[src/vga_settings.svh]
// VGA display settings

`ifndef VGA_SETTINGS_SVH
`define VGA_SETTINGS_SVH

// Horizontal timing in pixel clocks
`define VGA_H_DISP       640
`define VGA_H_FPORCH     16
`define VGA_H_SYNC       96
`define VGA_H_BPORCH     48
`define VGA_H_TOTAL      (`VGA_H_DISP + `VGA_H_FPORCH + `VGA_H_SYNC + `VGA_H_BPORCH)

// Vertical timing in lines
`define VGA_V_DISP       480
`define VGA_V_FPORCH     10
`define VGA_V_SYNC       2
`define VGA_V_BPORCH     33
`define VGA_V_TOTAL      (`VGA_V_DISP + `VGA_V_FPORCH + `VGA_V_SYNC + `VGA_V_BPORCH)

// Width of the scan counters
`define VGA_COUNT_BITS   11

// Image box, centred in the active area
`define VGA_BOX_WIDTH    512
`define VGA_BOX_HEIGHT   448
`define VGA_BOX_H_OFFSET 64
`define VGA_BOX_V_OFFSET 16

// Fetch slots ahead of the first box pixel
`define VGA_FETCH_PRE_FIRST (`VGA_BOX_H_OFFSET - 33)
`define VGA_FETCH_PRE_LAST  (`VGA_BOX_H_OFFSET - 1)
`define VGA_FETCH_WIN_START (`VGA_BOX_H_OFFSET - 16)

// Video memory, one bit per box pixel
`define VRAM_WORDS       7168
`define VRAM_ADDR_BITS   13

`endif

[src/vga_timing_pkg.sv]
// Scan timing types

`include "vga_settings.svh"
`default_nettype none

package vga_timing_pkg;

   // Counter or position on either axis
   typedef logic [`VGA_COUNT_BITS-1:0] scan_count_t;

   // Registered scan position and flags, one per pixel clock
   typedef struct packed {
      scan_count_t h_count;
      scan_count_t h_pos;       // Pixel index inside the box
      logic        hsync;
      logic        vsync;
      logic        active;
      logic        in_box;
      logic        in_border;
      logic        line_end;    // Last counter value of a line
      logic        fetch_pre;   // Preload slot on a box line
   } scan_state_t;

   // Monitor outputs, all fields aligned to the same pixel
   typedef struct packed {
      logic r;
      logic g;
      logic b;
      logic hsync;
      logic vsync;
      logic blank;
   } vga_out_t;

endpackage

`default_nettype wire

[src/vram_pkg.sv]
// Video memory types

`include "vga_settings.svh"
`default_nettype none

package vram_pkg;

   typedef logic [`VRAM_ADDR_BITS-1:0] vram_addr_t;

   // 32 pixels, LSB shown first
   typedef logic [31:0] vram_word_t;

   // Host write strobe
   typedef struct packed {
      logic       en;
      vram_addr_t addr;
      vram_word_t data;
   } vram_wr_t;

   // Read answer, one cycle after the request
   typedef struct packed {
      logic       ready;
      vram_word_t data;
   } vram_rd_t;

endpackage

`default_nettype wire

[src/vga_scanout.sv]
// VRAM fetch and pixel output

`timescale 1ns/1ps
`include "vga_settings.svh"
`default_nettype none

module vga_scanout (
   input  wire logic                   vga_clk,
   input  wire logic                   reset,
   input  wire vga_timing_pkg::scan_state_t scan,
   output logic                        vram_req,
   output vram_pkg::vram_addr_t        vram_addr,
   input  wire vram_pkg::vram_rd_t     vram_rd,
   output vga_timing_pkg::vga_out_t    vga
);

   import vga_timing_pkg::*;
   import vram_pkg::*;

   localparam scan_count_t PRE_LAST  = scan_count_t'(`VGA_FETCH_PRE_LAST);
   localparam scan_count_t WIN_START = scan_count_t'(`VGA_FETCH_WIN_START);
   localparam scan_count_t BOX_START = scan_count_t'(`VGA_BOX_H_OFFSET);
   localparam scan_count_t LAST_POS  = scan_count_t'(`VGA_BOX_WIDTH - 1);

   vram_word_t hold_q;
   vram_word_t shift_q;
   logic       hold_empty;
   logic       line_fetch;
   logic       load;
   logic       pre_last;
   logic       addr_inc;
   logic       fetch_window;
   logic       req_next;
   logic       pixel;

   //////////////////////////////////////////////////////////////
   // Load and fetch control

   assign pre_last = scan.fetch_pre && (scan.h_count == PRE_LAST);

   // Word boundary is the last pixel of each 32
   assign load = scan.fetch_pre || (scan.in_box && (scan.h_pos[4:0] == 5'h1f));

   // Step once at the final preload, never on the last load of a line
   assign addr_inc = load && (scan.in_box || pre_last) && (scan.h_pos != LAST_POS);

   always_comb begin
      if (scan.in_box)
         fetch_window = line_fetch && (scan.h_pos[4:0] >= 5'd15);
      else
         fetch_window = line_fetch && (scan.h_count >= WIN_START)
                        && (scan.h_count < BOX_START);
   end

   // One outstanding read at a time
   assign req_next = fetch_window && hold_empty && !vram_req && !vram_rd.ready;

   always_ff @(posedge vga_clk or posedge reset) begin
      if (reset) begin
         vram_req   <= 1'b0;
         hold_empty <= 1'b1;
         line_fetch <= 1'b0;
      end else begin
         vram_req <= req_next;
         if (load)
            hold_empty <= 1'b1;
         else if (vram_rd.ready)
            hold_empty <= 1'b0;
         // Set by the first preload, held to the end of the line
         if (scan.line_end)
            line_fetch <= 1'b0;
         else if (scan.fetch_pre)
            line_fetch <= 1'b1;
      end
   end

   // Row-major word address
   always_ff @(posedge vga_clk or posedge reset) begin
      if (reset)
         vram_addr <= '0;
      else if (scan.line_end && !line_fetch)
         vram_addr <= '0;
      else if (addr_inc)
         vram_addr <= vram_addr + 1'b1;
   end

   //////////////////////////////////////////////////////////////
   // Hold and shift registers

   always_ff @(posedge vga_clk) begin
      if (vram_rd.ready && hold_empty)
         hold_q <= vram_rd.data;
   end

   always_ff @(posedge vga_clk) begin
      if (load)
         shift_q <= hold_q;
      else
         shift_q <= {1'b0, shift_q[31:1]};
   end

   //////////////////////////////////////////////////////////////
   // Output stage

   assign pixel = scan.in_box ? shift_q[0] : scan.in_border;

   always_ff @(posedge vga_clk or posedge reset) begin
      if (reset) begin
         vga.r     <= 1'b0;
         vga.g     <= 1'b0;
         vga.b     <= 1'b0;
         vga.hsync <= 1'b0;
         vga.vsync <= 1'b0;
         vga.blank <= 1'b1;
      end else begin
         vga.r     <= pixel;
         vga.g     <= pixel;
         vga.b     <= pixel;
         vga.hsync <= scan.hsync;
         vga.vsync <= scan.vsync;
         vga.blank <= !scan.active;
      end
   end

   // Fetch must keep up with the box pixels
   a_hold_full: assert property (@(posedge vga_clk) disable iff (reset)
      (load && scan.in_box) |-> !hold_empty);

   a_ready_after_req: assert property (@(posedge vga_clk) disable iff (reset)
      vram_rd.ready |-> $past(vram_req));

endmodule

`default_nettype wire

[config.mk]
export PLATFORM = sky130hd
export DESIGN_NAME = vga_scanout
export DESIGN_NICKNAME = d
export VERILOG_FILES = /design/src/vga_timing_pkg.sv /design/src/vram_pkg.sv /design/src/vga_scanout.sv
export VERILOG_INCLUDE_DIRS = /design/src /design/src/src
export SDC_FILE = /design/constraint.sdc
export NUM_CORES = 1
export LEC_CHECK = 0
export ABC_AREA = 0
export BUFFER_PORTS_ARGS = -buffer_cell sky130_fd_sc_hd__buf_2
export CORE_MARGIN = 10
export CORE_UTILIZATION = 30
export CTS_CLUSTER_DIAMETER = 40
export DETAILED_ROUTE_END_ITERATION = 10
export SYNTH_ARGS = -nofsm -noshare
export SYNTH_HDL_FRONTEND = slang
export SYNTH_SLANG_ARGS = --single-unit
[constraint.sdc]
create_clock -name vga_clk -period 1.6 [get_ports vga_clk]
set_input_delay 0.32 -clock vga_clk [delete_from_list [all_inputs] [get_ports vga_clk]]
set_output_delay 0.32 -clock vga_clk [all_outputs]
set_load 0.01 [all_outputs]
# Word level (Yosys, flattened, before mapping)
# Cells that the tools add are included.
word_totals:
  reg_bits: 84
  latch_bits: 0
  ram_bits: 0
  mem_bits_ro: 0
  in_bits: 64
  output_inout_bits: 20
  wordCells: 48
  memories: 0
classes:
  addsub: 1
  multipliers: 0
  div_mod_pow: 0
  magnitude_cmp: 3
  n_eq_ne: 3
  n_shift: 0
  mux: 9
  bitwise: 0
  reduce_logical: 21
ops:
  columns: ["operator", "count"]
  rows:
  - ["31-bit 2-to-1 mux", 1]
  - ["13-bit 2-to-1 mux", 2]
  - ["13-bit by 1-bit adder with 13-bit output (second input constant)", 1]
  - ["1-bit logical AND", 12]
  - ["11-bit by 6-bit == test with 1-bit output (second input constant)", 1]
  - ["11-bit by 6-bit >= comparator with 1-bit output (second input constant)", 1]
  - ["11-bit by 7-bit less-than comparator with 1-bit output (second input constant)", 1]
  - ["11-bit by 9-bit inequality test with 1-bit output (second input constant)", 1]
  - ["1-bit 2-to-1 mux", 6]
  - ["2-bit nonzero test", 3]
  - ["5-bit == test (second input constant)", 1]
  - ["5-bit by 4-bit >= comparator with 1-bit output (second input constant)", 1]
  - ["1-bit zero test", 4]
  - ["1-bit logical OR", 2]

# Depth between registers and ports, before layout
# Gate-level depths: netlist of the first run.
logic_depth:
  depth_word: 7
  ltp_mapped: 7
  mapped_depth_nobuf: 6

# Least setup slack after synthesis of the first run
# No wires, ideal clock.
synth_timing:
  path_type: "input to register"
  startpoint: "input port scan[26] (netlist bit)"
  endpoint: "register vram_addr[12]"
  setup_time_ps: 78
  arrival_ps: 1947
  t_required_ps: 1522
  slack_ps: -425
  path_stages: 6
  n_path_buf: 1
  path_cell_list: "nor4b_4 > a41oi_2 > or3_1 > buf_2 > or4_1 > a21oi_1"
synth_between:
  elab_chain_len: 6
synth_rtl:
  columns: ["element", "line", "source"]
  rows:
  - ["from (decl)", "vga_scanout.sv:10", "input wire vga_timing_pkg::scan_state_t scan,"]
  - ["11-bit by 6-bit == test with 1-bit output", "vga_scanout.sv:39", "assign pre_last = scan.fetch_pre && (scan.h_count == PRE_LAST);"]
  - ["1-bit logical AND", "vga_scanout.sv:39", null]
  - ["1-bit logical OR", "vga_scanout.sv:45", "assign addr_inc = load && (scan.in_box || pre_last) && (scan.h_pos != LAST_POS);"]
  - ["1-bit logical AND (2 in a row)", "vga_scanout.sv:45", null]
  - ["2-bit nonzero test (no source line)", null, null]
  - ["to (signal assigned)", "vga_scanout.sv:84", "vram_addr <= vram_addr + 1'b1;"]
  - ["to (decl)", "vga_scanout.sv:12", "output vram_pkg::vram_addr_t vram_addr,"]
# Every way passes these cells.
# A chain may end at the register's enable or synchronous reset.

# Worst setup path in the final report of the first run
layout_timing:
  startpoint: "register vram_addr[0]"
  endpoint: "register vram_addr[9]"
layout_between:
  elab_chain_len: 3
layout_rtl:
  columns: ["element", "line", "source"]
  rows:
  - ["13-bit by 1-bit adder with 13-bit output", "vga_scanout.sv:84", null]
  - ["13-bit 2-to-1 mux", "vga_scanout.sv:83", "else if (addr_inc)"]
  - ["13-bit 2-to-1 mux", "vga_scanout.sv:81", "else if (scan.line_end && !line_fetch)"]
# Every way passes these cells. The select of a mux whose other input is x is not followed.

==> results_dict.tcl, run 1 <==
set metrics [dict create \
    startpoint_type "register" \
    drt-initial-drc-count 105 \
    p_per_area_nw_per_um2 1050 \
    yosysWarnings 0 \
    synth_top_area_frac 0.318 \
    finalWeightedCongestion 0.763 \
    synth_cell_types 37 \
    clock_latency_ps 340 \
    worstPathMaxFanout 4 \
    final-instance-count-excl-fill 451 \
    start_util 0.308 \
    clk_pin_slew_ps 80 \
    synthArstFlopShare 0.238 \
    r2r_cells 5 \
    max_slew_margin 0.755 \
    first_pass_iters 4 \
    hpwl_mm 4.58 \
    core_um2 9820 \
    path_class "reg -> reg" \
    power_mw 4.24 \
    regToRegSetupSlack_ps 10 \
    drc 0 \
    wirelength_mm 6.29 \
    vias 1957 \
    period_needed_ps 1590 \
    drv_cap 0 \
    port_buffers 83 \
    utilization 0.410 \
    use_met1 0.103 \
    final_cell_mix "83 x buf_2, 32 x mux2_2, 32 x edfxtp_1, 32 x dfxtp_1, 19 x buf_4" \
    mostFrequentLayoutCell "buf_2" \
    placedCellCount 433 \
    ioPinCount 84 \
    grt_pass1_wl_mm 10.6 \
    grt_pass1_vias 2221 \
    avgSynthCellArea_um2 14.7 \
    setup_viol 0 \
    synthTopCellsByArea "edfxtp_1 32%, dfxtp_1 21%, dfrtp_1 15%" \
    crit_required_ps 1870 \
    antenna_found_initial 0 \
    track_usage 0.0901 \
    grt_util_met2 0.152 \
    maxSlewViolCount 0 \
    synth_edf_count 32 \
    wl_per_cell_um 13.9 \
    status "complete, no violations" \
    busiest_layer "met2" \
    leakagePower_nw 1.75 \
    rsz0062_at_grt "true" \
    cts_sinks 84 \
    yosysSeqAreaShare 0.696 \
    cts_tree "done" \
    root_buffer "clkbuf_8" \
    use_met3 0.0293 \
    synth_top_area_cell "edfxtp_1" \
    layout_worst_path_cycle_share 0.991 \
    die_h_um 120 \
    ant_nets 0 \
    syn_area_um2 3020 \
    r2r_end "vram_addr[9]" \
    nets 379 \
    drive_gt1_frac 0.538 \
    crit_arrival_ps 1850 \
    ys.flop_type "edfxtp_1" \
    netlist_instances 206 \
    areaGrowthSynthToFinish_pct 33.2 \
    hold_viol 0 \
    grt.overflow.total 0 \
    ys_ff_latch 84 \
    viasPerCell 4.34 \
    reg2reg_from "vram_addr[0]" \
    cts_buffer_depth 2 \
    cp-end-kind "register" \
    dieArea_um2 14500 \
    num_antenna_cells 0 \
    cts.htree.levels 3 \
    synthesis.nets 271 \
    grt_max_degree 33 \
    max_freq_mhz 631 \
    hold_class "in -> async" \
    fin_skew_ps 9.04 \
    cts_buffers 9 \
    dieWidth_um 120 \
    tightest_slew_ps 367 \
    row_count 36 \
    ir_worst_vdd_uv 507 \
]
layer usage:
layer / vias up / share of wire
li1: 960 / -
met1: 926 / 0.42
met2: 62 / 0.50
met3: 9 / 0.061
met4: 0 / 0.016
met5: - / 0
registers in the layout, summed over array words and instances (netlist names):
register and cells:
hold_q 32, shift_q 32, vram_addr 13, vga 4, hold_empty 1, line_fetch 1, vram_req 1
cell usage after synthesis (2+ instances only):
master and instances:
a21oi_1 7, nand3_1 5, mux2_2 32, inv_1 4, dfstp_2 2, nor4_1 4, o21ai_0 2, or4_1 2
buf_1 3, nand2b_1 3, clkbuf_1 3, dfxtp_1 32, and3_1 3, and4_1 4, edfxtp_1 32, xnor2_1 5
mux2i_1 2, a31o_2 2, nor2_1 10, buf_4 2, o31ai_1 2, nor2b_1 3, dfrtp_1 18, or3_1 2
nand2_1 10
where the power goes:
group          total (mW)  internal, mW  switching [mW]
Clock                1.43         0.709           0.717
Combinational       0.384         0.220           0.164
Sequential           2.43          2.39          0.0401
timing repair:
action | in CTS | in global routing
resized for setup | 3 | 10
hold buffers | 0 | 0
setup endpoints to repair | 1 | 8
pin swaps | 4 | 6
setup buffers | 2 | 1
per-stage QoR:
stage / setup WS [ps] / hold WS [ps] / setup TNS [ps] / area [µm²]
after global placement: -292 / 399 / -5850 / 3770
after detailed placement: -332 / 397 / -6240 / 3770
after floorplan: -274 / 282 / -1370 / 3040
after CTS: 13.9 / 9.34 / 0 / 3970
after global routing: -48.6 / 21.8 / -181 / 4030
final: 14.1 / 12.5 / 0 / 4030
worst max path at each step:
stage / startpoint / to / slack [ps] / cells after the start
after global routing: vram_addr[0] / vram_addr[9] / -50 / 5
after floorplan: scan[12] / vram_addr[9] / -270 / 7
after global placement: scan[8] / vram_addr[12] / -290 / 6
after detailed placement: scan[26] / vram_addr[12] / -330 / 6
final: vram_addr[0] / vram_addr[9] / 10 / 5
after CTS: vram_addr[0] / vram_addr[12] / 10 / 5
layout make-up:
cell class              count  area (µm²)
fillers                   964        5790
inverters                   4        15.0
clock inverters             5        52.6
multi-input cells         109         933
clock buffers              10         128
repair buffers            106         629
well taps                 133         166
flip-flops and latches     84        2100
cells by family (layout without fill, tap and decap cells):
family          after synthesis  after routing  synth area share
fa+ha+maj                     1              1           0.00414
buf+inv                      13            125            0.0190
compound gates               16             16            0.0356
xor+xnor                      5              5            0.0145
flops                        84             84             0.696
mux                          34             34             0.126
simple gates                 53             53             0.105
worst max-delay path: stages (launching register included):
cell	delay [ps]
dfrtp_1	370
buf_4	120
and3_1	200
nand3_1	180
or4_1	500
a21oi_1	140
Note: power is estimated with default switching activity, not from simulation.
==> inputs of run 2 (changes only) <==
--- a/config.mk
+++ b/config.mk
@@ -8,10 +8,10 @@
 export LEC_CHECK = 0
 export ABC_AREA = 0
 export BUFFER_PORTS_ARGS = -buffer_cell sky130_fd_sc_hd__buf_2
-export CORE_MARGIN = 10
+export CORE_MARGIN = 5
 export CORE_UTILIZATION = 30
-export CTS_CLUSTER_DIAMETER = 40
 export DETAILED_ROUTE_END_ITERATION = 10
+export REMOVE_ABC_BUFFERS = 1
 export SYNTH_ARGS = -nofsm -noshare
 export SYNTH_HDL_FRONTEND = slang
 export SYNTH_SLANG_ARGS = --single-unit
==> results_dict.tcl, run 2 (synthesized netlist as in run 1, its figures left out) <==
set metrics [dict create \
    status "finished with violations" \
    violations "setup timing" \
    pwr-share-clk 0.341 \
    fin_area_um2 4090 \
    r2r_cells 5 \
    hpwl_mm 4.16 \
    clock_latency_ps 350 \
    pwr-share-seq 0.568 \
    wirelength_mm 5.97 \
    ir_worst_vdd_uv 697 \
    ioPinCount 84 \
    hold_class "in -> reg" \
    cts_buffers 9 \
    viasPerCell 4.31 \
    power_mw 4.27 \
    num_antenna_cells 0 \
    path_class "reg -> reg" \
    drt-initial-drc-count 36 \
    root_buffer "clkbuf_8" \
    drv_cap 0 \
    regToRegSetupSlack_ps -50 \
    p_sw_frac 0.223 \
    row_count 36 \
    layout_worst_path_cycle_share 1.03 \
    core_um2 9820 \
    routed.top_layer "met4" \
    intPower_mw 3.32 \
    crit_required_ps 1890 \
    leakagePower_nw 1.76 \
    clk_pin_slew_ps 100 \
    grt_pass1_vias 2097 \
    dieArea_um2 12200 \
    cp-end-kind "register" \
    pre_cts_ws_ps -557 \
    period_needed_ps 1650 \
    fin_skew_ps 18.9 \
    hold_viol 0 \
    combinationalPowerShare 0.092 \
    die_h_um 110 \
    dieWidth_um 110 \
    placed_cell_area_um2 3730 \
    max_freq_mhz 607 \
    wl_met3_um 356 \
    final_cell_mix "81 x buf_2, 32 x mux2_2, 32 x edfxtp_1, 32 x dfxtp_1, 20 x buf_4" \
    port_buffers 83 \
    start_util 0.308 \
    setup_viol 2 \
    wl_met2_mm 3.01 \
    crit_arrival_ps 1930 \
    startpoint_type "register" \
    n_fill_cell 962 \
    met1_length_mm 2.49 \
    rsz0062_at_grt "true" \
    top_regs "hold_q (32), shift_q (32), vram_addr (13)" \
    vias 1961 \
    switchingPower_mw 0.954 \
    maxSlewViolCount 0 \
    mostFrequentLayoutCell "buf_2" \
    placedCellCount 432 \
    nets 382 \
    drive_gt1_frac 0.556 \
    ant_nets 0 \
    drc 0 \
    grt_max_degree 34 \
    finalWeightedCongestion 0.834 \
    final-instance-count-excl-fill 455 \
    cts_tree "done" \
    setup_slack_ps -47.8 \
    first_pass_iters 4 \
    track_usage 0.0979 \
    min_path_cells 2 \
    p_per_area_nw_per_um2 1040 \
    tightest_slew_ps 453 \
    cts_buffer_depth 2 \
    worstPathMaxFanout 3 \
    cts_sinks 84 \
    wl_per_cell_um 13.1 \
    antenna_found_initial 0 \
    areaGrowthSynthToFinish_pct 35.4 \
    cts.htree.levels 3 \
    max_slew_margin 0.697 \
    grt_pass1_wl_mm 9.74 \
    grt.overflow.total 0 \
]
## run 2: cell types whose count changed in the layout (fill, tap and decap cells not counted), sizes merged
cell / previous run / this run
buf: 106 / 108
clkbuf: 10 / 12
bufinv: 1 / 0
dlygate4sd3: 0 / 1
## run 2: layout make-up
type	count	area (µm²)	area share
Tap cell	133	166	0.0406
Sequential cell	84	2110	0.514
Clock inverter	4	30.0	0.00733
Clock buffer	12	166	0.0406
Inverter	4	15.0	0.00367
Timing Repair Buffer	109	653	0.160
Multi-Input combinational cell	109	957	0.234
## run 2: power groups by stage
stage | combinational [mW] | sequential (mW) | clock, mW
2_1_floorplan | 0.173 | 2.48 | 0
3_3_place_gp | 0.360 | 2.47 | 0
3_5_place_dp | 0.368 | 2.47 | 0
4_1_cts | 0.378 | 2.43 | 1.53
5_1_grt | 0.436 | 2.44 | 1.64
6_report | 0.391 | 2.43 | 1.46
## run 2: through the flow
| step | hold WS [ps] | utilization | TNS, ps |
|---|---|---|---|
| 6_report | 70.5 | 0.417 | -58.1 |
| 5_1_grt | 51.8 | 0.417 | -284 |
| 4_1_cts | 55.0 | 0.406 | 0 |
| 3_5_place_dp | 353 | 0.380 | -13260 |
| 3_3_place_gp | 336 | 0.380 | -12380 |
| 2_1_floorplan | 282 | - | -68690 |
## run 2: worst paths after layout
path	start	end
max in group asynchronous	reset	vram_addr[7]
setup / recovery	vram_addr[1]	vram_addr[12]
hold / removal	scan[4]	vga[0]
min in group asynchronous	reset	vram_addr[1]
setup reg to reg	vram_addr[1]	vram_addr[12]
hold reg to reg	shift_q[6]	shift_q[5]
## run 2: timing repair
| action | 4_1_cts | 5_1_grt |
|---|---|---|
| endpoints found under the setup margin | 2 | 41 |
| hold buffers | 1 | 0 |
| setup buffers | 3 | 3 |
| resized for setup | 5 | 20 |
| hold endpoints to repair | 8 | 0 |
| gates cloned | 0 | 0 |
| pin swaps | 7 | 10 |
## run 2: critical path, stage by stage (launching register included)
cell,delay [ps]
dfrtp_1,390
ha_2,200
and4_4,230
nand3_2,80
or4_4,530
a21oi_2,140
## run 2: per-layer routing
layer / vias to the layer above / track usage
li1: 968 / -
met1: 922 / 0.111
met2: 60 / 0.162
met3: 11 / 0.0432
met4: 0 / 0.0394
met5: - / 0
