## src/vga_settings.svh

```systemverilog
// VGA display settings

`ifndef VGA_SETTINGS_SVH
`define VGA_SETTINGS_SVH

// Horizontal timing in pixel clocks
`define VGA_H_DISP       640
`define VGA_H_FPORCH     16
`define VGA_H_SYNC       96
`define VGA_H_BPORCH     48
`define VGA_H_TOTAL      (`VGA_H_DISP + `VGA_H_FPORCH + `VGA_H_SYNC + `VGA_H_BPORCH)

// Vertical timing in lines
`define VGA_V_DISP       480
`define VGA_V_FPORCH     10
`define VGA_V_SYNC       2
`define VGA_V_BPORCH     33
`define VGA_V_TOTAL      (`VGA_V_DISP + `VGA_V_FPORCH + `VGA_V_SYNC + `VGA_V_BPORCH)

// Width of the scan counters
`define VGA_COUNT_BITS   11

// Image box, centred in the active area
`define VGA_BOX_WIDTH    512
`define VGA_BOX_HEIGHT   448
`define VGA_BOX_H_OFFSET 64
`define VGA_BOX_V_OFFSET 16

// Fetch slots ahead of the first box pixel
`define VGA_FETCH_PRE_FIRST (`VGA_BOX_H_OFFSET - 33)
`define VGA_FETCH_PRE_LAST  (`VGA_BOX_H_OFFSET - 1)
`define VGA_FETCH_WIN_START (`VGA_BOX_H_OFFSET - 16)

// Video memory, one bit per box pixel
`define VRAM_WORDS       7168
`define VRAM_ADDR_BITS   13

`endif

```

## src/vga_timing_pkg.sv

```systemverilog
// Scan timing types

`include "vga_settings.svh"
`default_nettype none

package vga_timing_pkg;

   // Counter or position on either axis
   typedef logic [`VGA_COUNT_BITS-1:0] scan_count_t;

   // Registered scan position and flags, one per pixel clock
   typedef struct packed {
      scan_count_t h_count;
      scan_count_t h_pos;       // Pixel index inside the box
      logic        hsync;
      logic        vsync;
      logic        active;
      logic        in_box;
      logic        in_border;
      logic        line_end;    // Last counter value of a line
      logic        fetch_pre;   // Preload slot on a box line
   } scan_state_t;

   // Monitor outputs, all fields aligned to the same pixel
   typedef struct packed {
      logic r;
      logic g;
      logic b;
      logic hsync;
      logic vsync;
      logic blank;
   } vga_out_t;

endpackage

`default_nettype wire

```

## src/vga_timing.sv

```systemverilog
// VGA scan timing

`timescale 1ns/1ps
`include "vga_settings.svh"
`default_nettype none

module vga_timing (
   input  wire logic                  vga_clk,
   input  wire logic                  reset,
   output vga_timing_pkg::scan_state_t scan
);

   import vga_timing_pkg::*;

   localparam scan_count_t H_TOTAL     = scan_count_t'(`VGA_H_TOTAL);
   localparam scan_count_t V_TOTAL     = scan_count_t'(`VGA_V_TOTAL);
   localparam scan_count_t HS_START    = scan_count_t'(`VGA_H_DISP + `VGA_H_FPORCH);
   localparam scan_count_t HS_END      = scan_count_t'(`VGA_H_DISP + `VGA_H_FPORCH + `VGA_H_SYNC);
   localparam scan_count_t VS_START    = scan_count_t'(`VGA_V_DISP + `VGA_V_FPORCH);
   localparam scan_count_t VS_END      = scan_count_t'(`VGA_V_DISP + `VGA_V_FPORCH + `VGA_V_SYNC);
   localparam scan_count_t H_BOX_START = scan_count_t'(`VGA_BOX_H_OFFSET);
   localparam scan_count_t H_BOX_END   = scan_count_t'(`VGA_BOX_H_OFFSET + `VGA_BOX_WIDTH);
   localparam scan_count_t V_BOX_START = scan_count_t'(`VGA_BOX_V_OFFSET);
   localparam scan_count_t V_BOX_END   = scan_count_t'(`VGA_BOX_V_OFFSET + `VGA_BOX_HEIGHT);
   localparam scan_count_t PRE_FIRST   = scan_count_t'(`VGA_FETCH_PRE_FIRST);
   localparam scan_count_t PRE_LAST    = scan_count_t'(`VGA_FETCH_PRE_LAST);

   scan_count_t h_cnt;
   scan_count_t v_cnt;
   logic        line_end;
   logic        active;
   logic        h_in_box;
   logic        v_in_box;
   logic        h_edge;
   logic        v_edge;
   logic        h_span;
   logic        v_span;
   scan_state_t scan_next;

   //////////////////////////////////////////////////////////////
   // Counters

   assign line_end = (h_cnt == H_TOTAL - 1'b1);

   always_ff @(posedge vga_clk or posedge reset) begin
      if (reset) begin
         h_cnt <= '0;
         v_cnt <= '0;
      end else if (line_end) begin
         h_cnt <= '0;
         if (v_cnt == V_TOTAL - 1'b1)
            v_cnt <= '0;
         else
            v_cnt <= v_cnt + 1'b1;
      end else begin
         h_cnt <= h_cnt + 1'b1;
      end
   end

   //////////////////////////////////////////////////////////////
   // Area flags

   assign active   = (h_cnt < `VGA_H_DISP) && (v_cnt < `VGA_V_DISP);
   assign h_in_box = (h_cnt >= H_BOX_START) && (h_cnt < H_BOX_END);
   assign v_in_box = (v_cnt >= V_BOX_START) && (v_cnt < V_BOX_END);

   // Border ring one pixel outside the box
   assign h_edge = (h_cnt == H_BOX_START - 1'b1) || (h_cnt == H_BOX_END);
   assign v_edge = (v_cnt == V_BOX_START - 1'b1) || (v_cnt == V_BOX_END);
   assign h_span = (h_cnt >= H_BOX_START - 1'b1) && (h_cnt <= H_BOX_END);
   assign v_span = (v_cnt >= V_BOX_START - 1'b1) && (v_cnt <= V_BOX_END);

   always_comb begin
      scan_next           = '0;
      scan_next.h_count   = h_cnt;
      scan_next.h_pos     = h_in_box ? h_cnt - H_BOX_START : '0;
      scan_next.hsync     = (h_cnt >= HS_START) && (h_cnt < HS_END);
      scan_next.vsync     = (v_cnt >= VS_START) && (v_cnt < VS_END);
      scan_next.active    = active;
      scan_next.in_box    = active && h_in_box && v_in_box;
      scan_next.in_border = active && ((h_edge && v_span) || (v_edge && h_span));
      scan_next.line_end  = line_end;
      scan_next.fetch_pre = v_in_box && ((h_cnt == PRE_FIRST) || (h_cnt == PRE_LAST));
   end

   // One cycle behind the counters
   always_ff @(posedge vga_clk or posedge reset) begin
      if (reset)
         scan <= '0;
      else
         scan <= scan_next;
   end

   a_count_range: assert property (@(posedge vga_clk) disable iff (reset)
      (h_cnt < H_TOTAL) && (v_cnt < V_TOTAL));

endmodule

`default_nettype wire

```

## config.mk

```make
export PLATFORM = sky130hd
export DESIGN_NAME = vga_timing
export DESIGN_NICKNAME = d
export VERILOG_FILES = /design/src/vga_timing_pkg.sv /design/src/vga_timing.sv
export VERILOG_INCLUDE_DIRS = /design/src /design/src/src
export SDC_FILE = /design/constraint.sdc
export NUM_CORES = 1
export LEC_CHECK = 0
export BUFFER_PORTS_ARGS = -buffer_cell sky130_fd_sc_hd__buf_4
export CORE_ASPECT_RATIO = 1.75
export CORE_MARGIN = 8
export CORE_UTILIZATION = 25
export CTS_BUF_LIST = sky130_fd_sc_hd__clkbuf_16
export DETAILED_ROUTE_END_ITERATION = 16
export GPL_ROUTABILITY_DRIVEN = 0
export SETUP_SLACK_MARGIN = 0.5
export SYNTH_ARGS = -nofsm -noshare
export SYNTH_HDL_FRONTEND = slang
export SYNTH_SLANG_ARGS = --single-unit
```

## constraint.sdc

```tcl
create_clock -name vga_clk -period 4.5 [get_ports vga_clk]
set_clock_uncertainty 0.1 [all_clocks]
set_input_delay 0.45 -clock vga_clk [delete_from_list [all_inputs] [get_ports vga_clk]]
set_output_delay 0.45 -clock vga_clk [all_outputs]
set_load 0.05 [all_outputs]
```

* After elaboration in Yosys (flattened, before gate mapping)
Index checks and enable logic that the tools add are counted.
** Word-level totals
- Bits in registers :: 51
- Input bits :: 2
- Logic and storage cells :: 55
** Operators by class
- Add/sub/neg operators :: 3
- Magnitude comparators :: 14
- Equal/unequal tests :: 7
- Muxes and demuxes :: 3
- Reduce and logical (&&, ||, !) cells :: 17
** Operator list (number)
- 11-bit by 10-bit equality test with 1-bit output, second input constant :: 3
- 11-bit by 10-bit < comparator with 1-bit output, second input constant :: 3
- 11-bit by 9-bit < comparator with 1-bit output, second input constant :: 3
- 11-bit two-way mux :: 3
- 11-bit by 1-bit adder with 11-bit output, second input constant :: 2
- 1-bit logical AND :: 13
- 11-bit by 4-bit equality test with 1-bit output, second input constant :: 1
- 11-bit by 5-bit equality test with 1-bit output, second input constant :: 1
- 11-bit by 6-bit equality test with 1-bit output, second input constant :: 1
- 11-bit by 9-bit equality test with 1-bit output, second input constant :: 1
- 11-bit by 10-bit >= comparator with 1-bit output, second input constant :: 1
- 11-bit by 4-bit >= comparator with 1-bit output, second input constant :: 1
- 11-bit by 5-bit >= comparator with 1-bit output, second input constant :: 1
- 11-bit by 6-bit >= comparator with 1-bit output, second input constant :: 1
- 11-bit by 7-bit >= comparator with 1-bit output, second input constant :: 1
- 11-bit by 9-bit >= comparator with 1-bit output, second input constant :: 1
- 11-bit by 10-bit <= comparator with 1-bit output, second input constant :: 1
- 11-bit by 9-bit <= comparator with 1-bit output, second input constant :: 1
- 11-bit by 7-bit subtractor with 11-bit output, second input constant :: 1
- 1-bit logical OR :: 4

* Depth between registers and ports, before layout
Gate-level depths: netlist of the first run.
- Depth in word-level cells :: 5
- Mapped depth :: 9
- Depth with buffers taken out :: 7

* Least setup slack after synthesis of the first run
No wires, ideal clock.
- Path type :: reg-to-reg
- Start point :: register h_cnt[6]
- End point :: register v_cnt[0]
- Data arrival time :: 1927 ps
- Setup slack :: 2346 ps
- Stages on the path, launching flop included :: 10
- Clock period less this slack :: 2154 ps
- Cells stage by stage :: dfrtp_1 clkbuf_1 inv_1 ha_1 nand3b_1 or4_1 buf_2 clkinv_1 buf_2 o21ai_0
** On the way
- Longest elaborated chain between the ends :: 1
** RTL lines
- from (decl) :: RTL line vga_timing.sv:28 : scan_count_t h_cnt;
- from (signal assigned) :: RTL line vga_timing.sv:56 : h_cnt <= h_cnt + 1'b1;
- 11-bit by 10-bit equality test with 1-bit output :: RTL line vga_timing.sv:43 : assign line_end = (h_cnt == H_TOTAL - 1'b1);
- net line_end :: RTL line vga_timing.sv:30 : logic line_end;
- to (signal assigned) :: RTL line vga_timing.sv:54 : v_cnt <= v_cnt + 1'b1;
- to (decl) :: RTL line vga_timing.sv:29 : scan_count_t v_cnt;
The timed path passes the listed nets, and every way through them passes these cells.
A chain may end at the register's enable or synchronous reset.

* Worst setup path after layout of the first run
- Start point :: register h_cnt[7]
- End point :: register v_cnt[10]
** On the way
- Longest elaborated chain between the ends :: 1
** RTL lines (RTL line)
- 11-bit by 10-bit equality test with 1-bit output :: vga_timing.sv:43
Every way passes these cells.

==> key figures, run 1 <==
Global routing
  – Initial antenna violation count: 0
  – First-pass GRT wire length: 8.36 mm
  – Pin count of the biggest net entering global routing: 52
  – Vias in the first global route: 1,664
  – Grt ovf: 0
  – Total Routing Usage GR: 0.0888

Timing
  – Worst rel slew slack: 0.317
  – Final setup violation count: 0
  – Fmax: 0.396 GHz
  – Slew @ Worst Pin: approximately 1.0 ns
  – Final Cycle Share: 0.560
  – Final hold viol count: 0
  – Fin. max-slew vios: 0
  – RSZ-0062 raised after global routing: false
  – Final Critical Period: about 2.5 ns
  – Sum of negative setup slack: 0 ns
  – Final hold slack: 0.308 ns

Layout
  – Fill cells: 981
  – Final cell count without fillers: 362
  – Final instance area: 2730 um2
  – N_diodes: 0
  – Final net count: 251
  – Multi-input logic area: 887 um2
  – Area growth from synthesis to layout: 20.0%
  – Share of cells above drive strength 1: 0.174
  – FF+latch area: about 1300 um2
  – Final core occ: 0.304

Clocking
  – CTS-repair resized insts: 0
  – Clock Path Buffers: 2
  – CTS tree: yes
  – Clk slew on worst S/H paths: about 0.070 ns
  – Post-CTS Setup Bufs: 0
  – Clock Latency Late Sink: between 0.2 and 0.3 ns
  – Clock sink total: 51
  – CTS H-tree lvls: 2
  – Hold_buf cts: 0
  – Num CTS Buffers: 5
  – Root buffer cell: clkbuf_16

Floorplanning
  – IO Count: 31
  – Initial cell density of the core: 0.253
  – Rows: 46
  – Die Y: 142 um
  – Die X: 88.1 um
  – Core Area: 8980 um2
  – Die Area: 12,500 um2

Route
  – Routed wire per std cell: 14.3 um
  – DR vias: 1,666
  – Final WL: 5.17 mm
  – DR pass1 iterations: 4
  – Post-route ant nets: 0
  – Number of DRC markers in iteration 0: approximately 110
  – Post-route DRC: 0
  – Vias/cell: 4.60

Synth
  – Synthesized area: between 2000 and 2500 um2
  – Compound-cell area share of the yosys netlist: 0.0864
  – Mux share of post-synthesis cell area: 0
  – Yosys top cell area share: 0.561
  – Avg Cell Area, Syn: 10.5 um2
  – Top_reg_cell synth: dfrtp_1
  – Post-synthesis adder-cell area fraction: 0.0440
  – Synth top area cells: dfrtp_1 56%, ha_1 4.4%, xnor2_1 3.9%
  – Main combinational cell family by area after synthesis: simple AND/OR/NAND/NOR gates
  – FF+latch count, synth: between 50 and 60
  – Simple-gate area share of the yosys netlist: 0.202
  – Syn Nets: around 230
  – Post-synth EDFFs: 0
  – Post-synth top area cell: dfrtp_1
  – Mapped Cells: 216
  – YS warnings: 0
  – Distinct cells, synth: 40
  – Synth async-reset ratio: 1.00
  – Seq/Total Area, Yosys: 0.561
  – Fraction of synthesized cell area in xor and xnor cells: 0.0578

Placement
  – Placed cell count: 354
  – DP Area: 2580 um2
  – Hpwl dp: 3.95 mm
  – IO Port Bufs: 30

Critical path
  – Critical Path Max Stage Delay: 0.65 ns
  – Critical-path top delay cell: or4_1
  – CP max FO: 18
  – Crit path launch type: register
  – Critical path type: register to register
  – CP arrival: 2.60 ns
  – Crit. End Element: register
  – Critical-path cell list: inv_1 > ha_1 > nand3b_1 > or4_1 > clkinv_1 > nand4_1 > xnor2_1
  – Critical path required time: approximately 4.6 ns

Pwr
  – LEAKAGE: 1.25 nW
  – Power Dens Cells: 306 nW/um2
  – Peak supply drop: 0.138 mV

Worst hold path
  – Worst Hold Class: input port to asynchronous set/reset pin

Flow run
  – Maxcap violations: 0

Run status
  – Status: completed
final cells by class:
class / instances / area share
sequential: 51 / 0.468
multi-input combinational: 141 / 0.325
tap: 120 / 0.0550
clock buffer: 5 / 0.0459
clock inverter: 3 / 0.00734
inverter: 12 / 0.0165
timing repair buffer: 30 / 0.0825
cell usage after synthesis, types with 6 or more instances:
library cell / count
a21oi_1: 9
and2_1: 8
clkbuf_1: 6
dfrtp_1: 51
ha_1: 8
inv_1: 11
nand2_1: 13
nand3_1: 12
nor2_1: 22
nor3_1: 6
o21ai_0: 9
xnor2_1: 10
final timing paths:
path                           start   endpoint  slack, ns  cells past startpoint
min reg2reg                v_cnt[10]  v_cnt[10]       0.41                      1
min                            reset   scan[21]       0.31                      2
max in group asynchronous      reset   h_cnt[7]       3.35                      2
max reg2reg                 h_cnt[7]  v_cnt[10]       1.98                      7
min in group vga_clk       v_cnt[10]  v_cnt[10]       0.41                      1
max                         h_cnt[7]  v_cnt[10]       1.98                      7
worst max-delay path: cells and delay by family (launching register included):
kind          cells  cell delay, ns
buf+inv           2            0.55
fa+ha+maj         1            0.18
flops             1            0.48
xor+xnor          1            0.15
simple gates      3            0.95
cells by family (layout without fill, tap and decap cells):
group | Yosys count | after routing
DFF | 51 | 51
and+or+nand+nor | 87 | 87
AOI/OAI and AO/OA | 31 | 31
xor gates and xnor gates | 15 | 15
buffers and inverters | 24 | 50
adders and majority gates | 8 | 8
layer usage:
metal	wire, um	track usage
met3	197	0.0179
met1	1720	0.0760
met5	0	0
met2	3020	0.167
met4	219	0.0735
state kept, by name (all words and copies together) (netlist names):
| signal | count |
|---|---|
| h_cnt | 11 |
| v_cnt | 11 |
| scan | 29 |
per-stage QoR:
| stage | worst slack [ns] | total power [W] |
|---|---|---|
| after floorplan | 2.35 | 0.000474 |
| after global placement | 2.07 | 0.000477 |
| after detailed placement | 1.98 | 0.000477 |
| after CTS | 1.97 | 0.000847 |
| after global routing | 1.83 | 0.000867 |
| final | 1.98 | 0.000835 |
where the power goes:
part,internal (W),switching (W)
Combinational,0.000000611,0.00000842
Sequential,0.000458,0
Clock,0.000206,0.000162
placed cells by master (no fill, tap or decap), types with 2 or more instances in the layout:
cell type and instances:
xor2_1 5, and2_1 8, clkbuf_16 5, nand4_1 5
nor3_1 6, inv_1 11, nor4b_1 2, a21oi_1 9
or3_1 3, nand3_1 12, a31oi_1 2, and3_1 3
xnor2_1 10, nor2_1 22, o21ai_0 9, o211ai_1 2
or4_4 2, nand2_1 13, dfrtp_1 51, buf_4 30
ha_1 8, nor4_1 4
Note: power is estimated with default switching activity, not from simulation.
==> inputs of run 2 (changes only) <==
ABC_AREA = 1   (was unset)
clock period = 2.38 ns   (was 4.5 ns; I/O delays follow)
==> run 2 against run 1 <==
Against the previous run:
- synthesized cell count increased by 25%
- die area is 4.7% higher
- synthesized area rose by 5.6%
- cell area grew 9.4%
- total power rose by 100%
- sequential share of layout area fell by 4.0 points
- combinational power grew 150%
- count of clock-buffer cells in the layout is the same
- first-iteration DRC count decreased by 29%
- critical endpoint is now v_cnt[6]
- cell count rose by 19%
- flip-flop and latch count did not move
==> key figures, run 2 <==
Route
  – DR vias: 1,876 (+13%)
  – Vias/cell: 4.36 (-5.2%)
  – Routed wire per std cell: 13.1 um (-7.9%)
  – Number of DRC markers in iteration 0: 75 (-29%)
  – Post-route ant nets: 0 (unchanged)
  – DR pass1 iterations: 4 (unchanged)
  – Final WL: 5.65 mm (+9.4%)
  – Post-route DRC: 0 (unchanged)

Layout
  – Biggest regs: scan: 29 flops, h_cnt: 11 flops, v_cnt: 11 flops
  – Share of cells above drive strength 1: 0.201 (+0.0277)
  – Most frequent cells in the layout: 50 x dfrtp_1, 49 x nand2_1, 42 x nor2_1
  – Area growth from synthesis to layout: 24.4%
  – Biggest register: scan
  – Commonest non-fill, non-tap cell in the layout: dfrtp_1
  – Final instance area: 2990 um2 (+9.4%)
  – N_diodes: 0 (unchanged)
  – Final net count: 318 (+27%)
  – Max reg flops: 29 (unchanged)

Timing
  – Fmax: 0.543 GHz (+37%)
  – Final Cycle Share: 0.773 (+0.213)
  – Fin. max-slew vios: 0 (unchanged)
  – Worst rel slew slack: 0.698 (+0.381)
  – Sum of negative setup slack: 0 ns (unchanged)
  – Slew @ Worst Pin: 0.452 ns (-0.571 ns)
  – Worst setup margin: 0.539 ns (-1.44 ns)
  – Final setup violation count: 0 (unchanged)
  – RSZ-0062 raised after global routing: true
  – Final hold viol count: 0 (unchanged)
  – Final Critical Period: 1.84 ns (-0.681 ns)
  – Final hold slack: 0.343 ns (+0.0358 ns)

Critical path
  – Critical path required time: 2.45 ns (-2.12 ns)
  – Critical path type: register to register
  – CP arrival: 1.91 ns (-0.69 ns)
  – CP max FO: 9 (-9)
  – Reg-to-reg endpoint: v_cnt[6]
  – Setup crit start: h_cnt[6]
  – Crit. End Element: register
  – Crit path to: v_cnt[6]
  – R2r startpoint: h_cnt[6]
  – Crit path launch type: register
  – R2r worst-path depth: 8 (+1)
  – R2R setup slack: 0.54 ns (-1.44 ns)

Synth
  – Post-synth top area cell: dfrtp_1
  – Distinct cells, synth: 26 (-35%)
  – Top post-synthesis cells by count: 51 x dfrtp_1, 49 x nand2_1, 43 x nor2_1
  – Synthesized area: 2400 um2 (+5.6%)
  – Synth top area cells: dfrtp_1 53%, nand2_1 7.7%, nor2_1 6.7%
  – FF+latch count, synth: 51 (unchanged)
  – Syn Nets: 279 (+23%)
  – Top_reg_cell synth: dfrtp_1
  – Avg Cell Area, Syn: 8.92 um2 (-15%)
  – Count leader, synth: dfrtp_1
  – Synth async-reset ratio: 1.00 (unchanged)
  – Post-synth EDFFs: 0 (unchanged)
  – Yosys top cell area share: 0.532 (-0.0296)
  – Seq/Total Area, Yosys: 0.532 (-0.0296)
  – Mapped Cells: 269 (+25%)
  – YS warnings: 0 (unchanged)

Placement
  – DP Area: 2760 um2 (+7.0%)
  – DP Worst Slack: 0.405 ns (-1.58 ns)
  – IO Port Bufs: 30 (unchanged)
  – Hpwl dp: 4.47 mm (+13%)

Clocking
  – Clock Latency Late Sink: 0.29 ns (about the same)
  – Clock sink total: 51 (unchanged)
  – Root buffer cell: clkbuf_16
  – CTS H-tree lvls: 2 (unchanged)
  – Clk slew on worst S/H paths: 0.06 ns (about the same)
  – CTS tree: yes
  – Num CTS Buffers: 5 (unchanged)
  – Clock Path Buffers: 2 (unchanged)

Global routing
  – Initial antenna violation count: 0 (unchanged)
  – Pin count of the biggest net entering global routing: 33 (-37%)
  – Total Routing Usage GR: 0.0889 (about the same)
  – Vias in the first global route: 1,947 (+17%)
  – Grt ovf: 0 (unchanged)
  – First-pass GRT wire length: 9.40 mm (+13%)

Floorplanning
  – Die Area: 13,100 um2 (+4.7%)
  – IO Count: 31 (unchanged)
  – Core Area: 9410 um2 (+4.8%)
  – Rows: 47 (+2.2%)
  – Initial cell density of the core: 0.255 (+0.00185)
  – Die Y: 146 um (+2.4%)
  – Die X: 90.1 um (+2.2%)

Worst hold path
  – Worst Hold Class: register to register

Flow run
  – Maxcap violations: 0 (unchanged)

Pwr
  – Power Dens Cells: 560 nW/um2 (+83%)
  – LEAKAGE: 1.50 nW (+21%)
  – Peak supply drop: 0.238 mV (+73%)

Run status
  – Status: completed
## run 2: per-layer routing
| metal | GRT usage | vias up | share of wire |
|---|---|---|---|
| met5 | 0 | - | 0 |
| met4 | 0.0654 | 0 | 0.046 |
| met3 | 0.0186 | 21 | 0.038 |
| met2 | 0.172 | 55 | 0.59 |
| met1 | 0.0766 | 884 | 0.33 |
| li1 | - | 916 | - |
## run 2: critical path, cell delays in order (launching register included)
cell	delay (ns)
dfrtp_1	0.47
inv_2	0.16
ha_1	0.21
nand2_1	0.08
nor2_2	0.19
nand3_4	0.16
inv_4	0.13
nand2_1	0.07
xor2_1	0.14
## run 2: final cells by class
cell class              instances  area [um2]
clock buffers                   5         125
clock inverters                 2        37.5
fillers                      1017        6420
inverters                      36         139
multi-input cells             179         976
flip-flops and latches         51        1280
well taps                     122         153
repair buffers                 35         278
## run 2: how the worst min path moves through the flow
stage              from   endpoint  cells after the start  slack [ns]
6_report       h_cnt[1]   scan[19]                      0        0.34
3_5_place_dp      reset  h_cnt[10]                      2        0.19
4_1_cts        h_cnt[1]   scan[19]                      0        0.34
3_3_place_gp      reset   scan[26]                      2        0.19
5_1_grt        h_cnt[1]   scan[19]                      0        0.37
2_1_floorplan  h_cnt[8]   scan[26]                      0        0.27
## run 2: cell families (layout without fill, tap and decap cells)
family	after synthesis	count (layout)	share of synthesized area
AND/OR/NAND/NOR	140	140	0.269
flip-flops	51	51	0.532
buffers and inverters	39	78	0.0709
AO/OA/AOI/OAI	20	20	0.0464
XOR/XNOR	11	11	0.0401
adder cells (fa/ha/maj)	8	8	0.0417
## run 2: per-stage QoR
step | total power (W) | instances | util
global placement | 0.000906 | 419 | 0.294
detailed placement | 0.000906 | 419 | 0.294
finish | 0.00167 | 430 | 0.317
CTS | 0.00170 | 427 | 0.313
global route | 0.00172 | 430 | 0.317
floorplan | 0.000896 | 269 | -
## run 2: timing repair
action                                  4_1_cts  5_1_grt
endpoints found under the setup margin       17        8
hold buffers                                  1        0
resized for setup                             3        4
setup buffers                                 0        3
endpoints found under the hold margin        19        0
## run 2: power breakdown
group	total (W)	internal, W	switching (W)
Sequential	0.000867	0.000867	0
Combinational	0.0000223	0.00000556	0.0000167
Clock	0.000784	0.000489	0.000295
==> inputs of run 3 (changes only) <==
ABC_AREA = 0   (was 1)
clock period = 1.9 ns   (was 2.38 ns; I/O delays follow)
==> run 3 against run 2 <==
Against the previous run:
- count of clock-buffer cells in the layout is the same
- critical endpoint is now v_cnt[9]
- sequential share of layout area shrank 5.8 points
- die area shrank 4.5%
- maximum frequency shrank 3.0%
- highest routed layer unchanged
- flip-flop and latch count is the same
==> key figures, run 3 (synthesis gave the netlist of run 1 again) <==
Clocking
  – CTS tree: yes
  – Clk slew on worst S/H paths: 0.07 ns (about the same)
  – Clock Latency Late Sink: 0.29 ns (about the same)
  – CTS H-tree lvls: 2 (unchanged)
  – Clock Path Buffers: 2 (unchanged)
  – Clock sink total: 51 (unchanged)
  – Num CTS Buffers: 5 (unchanged)
  – Root buffer cell: clkbuf_16

Timing
  – RSZ-0062 raised after global routing: true
  – Final hold slack: 0.422 ns (+0.0784 ns)
  – Worst rel slew slack: 0.615 (-0.0829)
  – Final hold viol count: 0 (unchanged)
  – Fmax: 0.527 GHz (-3.0%)
  – Final Cycle Share: 0.998 (+0.225)
  – Slew @ Worst Pin: 0.576 ns (+0.124 ns)
  – Final setup violation count: 0 (unchanged)
  – Final Critical Period: 1.90 ns (+0.0560 ns)
  – Fin. max-slew vios: 0 (unchanged)

Flow run
  – Maxcap violations: 0 (unchanged)

Critical path
  – CP max FO: 7 (-2)
  – Crit. End Element: register
  – Critical Path Max Stage Delay: 0.53 ns (+0.06 ns)
  – Critical-path top delay cell: or4_4
  – Critical path type: register to register
  – Crit path launch type: register
  – CP arrival: 1.98 ns (+0.07 ns)
  – Critical path required time: 1.98 ns (-0.47 ns)
  – Critical-path cell list: or4_4 > or4_4 > o21a_1 > o22a_1
  – Most common cell on crit path: or4_4
  – Critical path buffers and inverters: 0 (-2)
  – Delay-heaviest family, CP: simple AND/OR/NAND/NOR gates

Route
  – DR WL met2: 3.69 mm (+12%)
  – Post-route DRC: 0 (unchanged)
  – DR pass1 iterations: 4 (unchanged)
  – Routed wire per std cell: 15.2 um (+16%)
  – Post-route ant nets: 0 (unchanged)
  – DR vias: 1,886 (+0.53%)
  – Final WL: 6.22 mm (+10%)
  – Vias/cell: 4.61 (+5.7%)
  – Number of DRC markers in iteration 0: 72 (-4.0%)
  – Wire length on met3: 149 um (-31%)
  – DR top layer: met4
  – WL met1: 2.19 mm (+17%)

Placement
  – Placed cell count: 381 (-9.1%)
  – Hpwl dp: 4.30 mm (-3.7%)
  – IO Port Bufs: 30 (unchanged)
  – DP Area: 2880 um2 (+4.1%)

Pwr
  – Clock share of power: 0.434 (-0.035)
  – Net load switching power: 0.000402 W (+29%)
  – Peak supply drop: 0.292 mV (+22%)
  – LEAKAGE: 1.56 nW (+3.4%)
  – Power Dens Cells: 571 nW/um2 (+1.8%)
  – Power, Total: 0.00197 W (+18%)
  – P_int: 0.00157 W (+15%)
  – Switching share of total power: 0.204 (+0.0177)
  – Comb power frac: 0.016 (+0.003)
  – Sequential Power Share: 0.550 (+0.032)

Floorplanning
  – Initial cell density of the core: 0.253 (-0.00185)
  – Rows: 46 (-2.1%)
  – Die Y: 142 um (-2.4%)
  – Die Area: 12,500 um2 (-4.5%)
  – IO Count: 31 (unchanged)
  – Core Area: 8980 um2 (-4.6%)
  – Die X: 88.1 um (-2.2%)

Global routing
  – First-pass GRT wire length: 9.80 mm (+4.2%)
  – Initial antenna violation count: 0 (unchanged)
  – Vias in the first global route: 2,003 (+2.9%)
  – Grt ovf: 0 (unchanged)
  – Total Routing Usage GR: 0.102 (+0.0130)
  – Pin count of the biggest net entering global routing: 26 (-21%)

Layout
  – Most frequent cells in the layout: 59 x buf_4, 50 x dfrtp_1, 13 x nor2_1
  – Share of cells above drive strength 1: 0.453 (+0.252)
  – Biggest register: scan
  – N_diodes: 0 (unchanged)
  – Final net count: 298 (-6.3%)
  – Final core occ: 0.385 (+0.0677)
  – Max reg flops: 29 (unchanged)
  – Final instance area: 3460 um2 (+16%)
  – Commonest non-fill, non-tap cell in the layout: buf_4
  – Final cell count without fillers: 409 (-4.9%)
  – Biggest regs: scan: 29 flops, h_cnt: 11 flops, v_cnt: 11 flops
  – Area growth from synthesis to layout: 52.1%

Run status
  – Status: completed

Worst hold path
  – Worst Hold Class: input port to asynchronous set/reset pin
-- run 3: cell types whose count changed in the layout (fill, tap and decap cells not counted), moves of 9 or more --
| cell | before | now |
|---|---|---|
| buf_4 | 33 | 59 |
| buf_6 | 0 | 12 |
| inv_1 | 30 | 8 |
| nand3_1 | 18 | 9 |
| nor2_1 | 42 | 13 |
| nand2_1 | 49 | 11 |
-- run 3: area by class of cell --
| cell class | instances | area (um2) |
|---|---|---|
| fill | 909 | 5520 |
| sequential | 51 | 1280 |
| multi-input combinational | 141 | 1150 |
| timing repair buffer | 77 | 673 |
| tap | 120 | 150 |
| clock buffer | 5 | 125 |
| inverter | 12 | 63.8 |
| clock inverter | 3 | 12.5 |
-- run 3: final timing paths --
path / from / endpoint / depth (start not counted) / slack [ns]
worst max-delay path: v_cnt[7] / v_cnt[9] / 4 / 0.003
worst min-delay path: reset / scan[21] / 3 / 0.42
worst max register to register: v_cnt[7] / v_cnt[9] / 4 / 0.003
worst min register to register: v_cnt[10] / v_cnt[10] / 1 / 0.43
max in group asynchronous: reset / scan[20] / 4 / 0.79
min in group vga_clk: v_cnt[10] / v_cnt[10] / 1 / 0.43
-- run 3: worst register-to-register path: stages, from the launching register on --
cell and delay [ns]:
dfrtp_1 0.39, or4_4 0.53, or4_4 0.48, o21a_1 0.14
o22a_1 0.15
-- run 3: stage by stage --
| step | TNS [ns] | worst slack, ns |
|---|---|---|
| after floorplan | -0.112 | -0.0435 |
| after global placement | 0 | 0.0553 |
| after detailed placement | 0 | 0.0232 |
| after CTS | 0 | 0.00678 |
| after global routing | -0.288 | -0.0574 |
| final | 0 | 0.00315 |
-- run 3: power by group through the flow --
stage	registers (W)	clock network (W)	logic (W)
final	0.00109	0.000856	0.0000308
after global routing	0.00108	0.000921	0.0000365
after CTS	0.00109	0.000879	0.0000335
after detailed placement	0.00111	0	0.0000321
after global placement	0.00111	0	0.0000308
after floorplan	0.00111	0	0.0000163
-- run 3: per-layer routing --
layer,up-vias,global-route usage
li1,883,-
met1,954,0.0949
met2,37,0.197
met3,12,0.0162
met4,0,0.0583
met5,-,0
-- run 3: what timing repair did --
action                                  4_1_cts  5_1_grt
resized for setup                            35       33
setup buffers                                15        3
pin swaps                                    15       12
hold endpoints to repair                     23        0
hold buffers                                  1        0
cloned                                        1        0
endpoints found under the setup margin       35       38
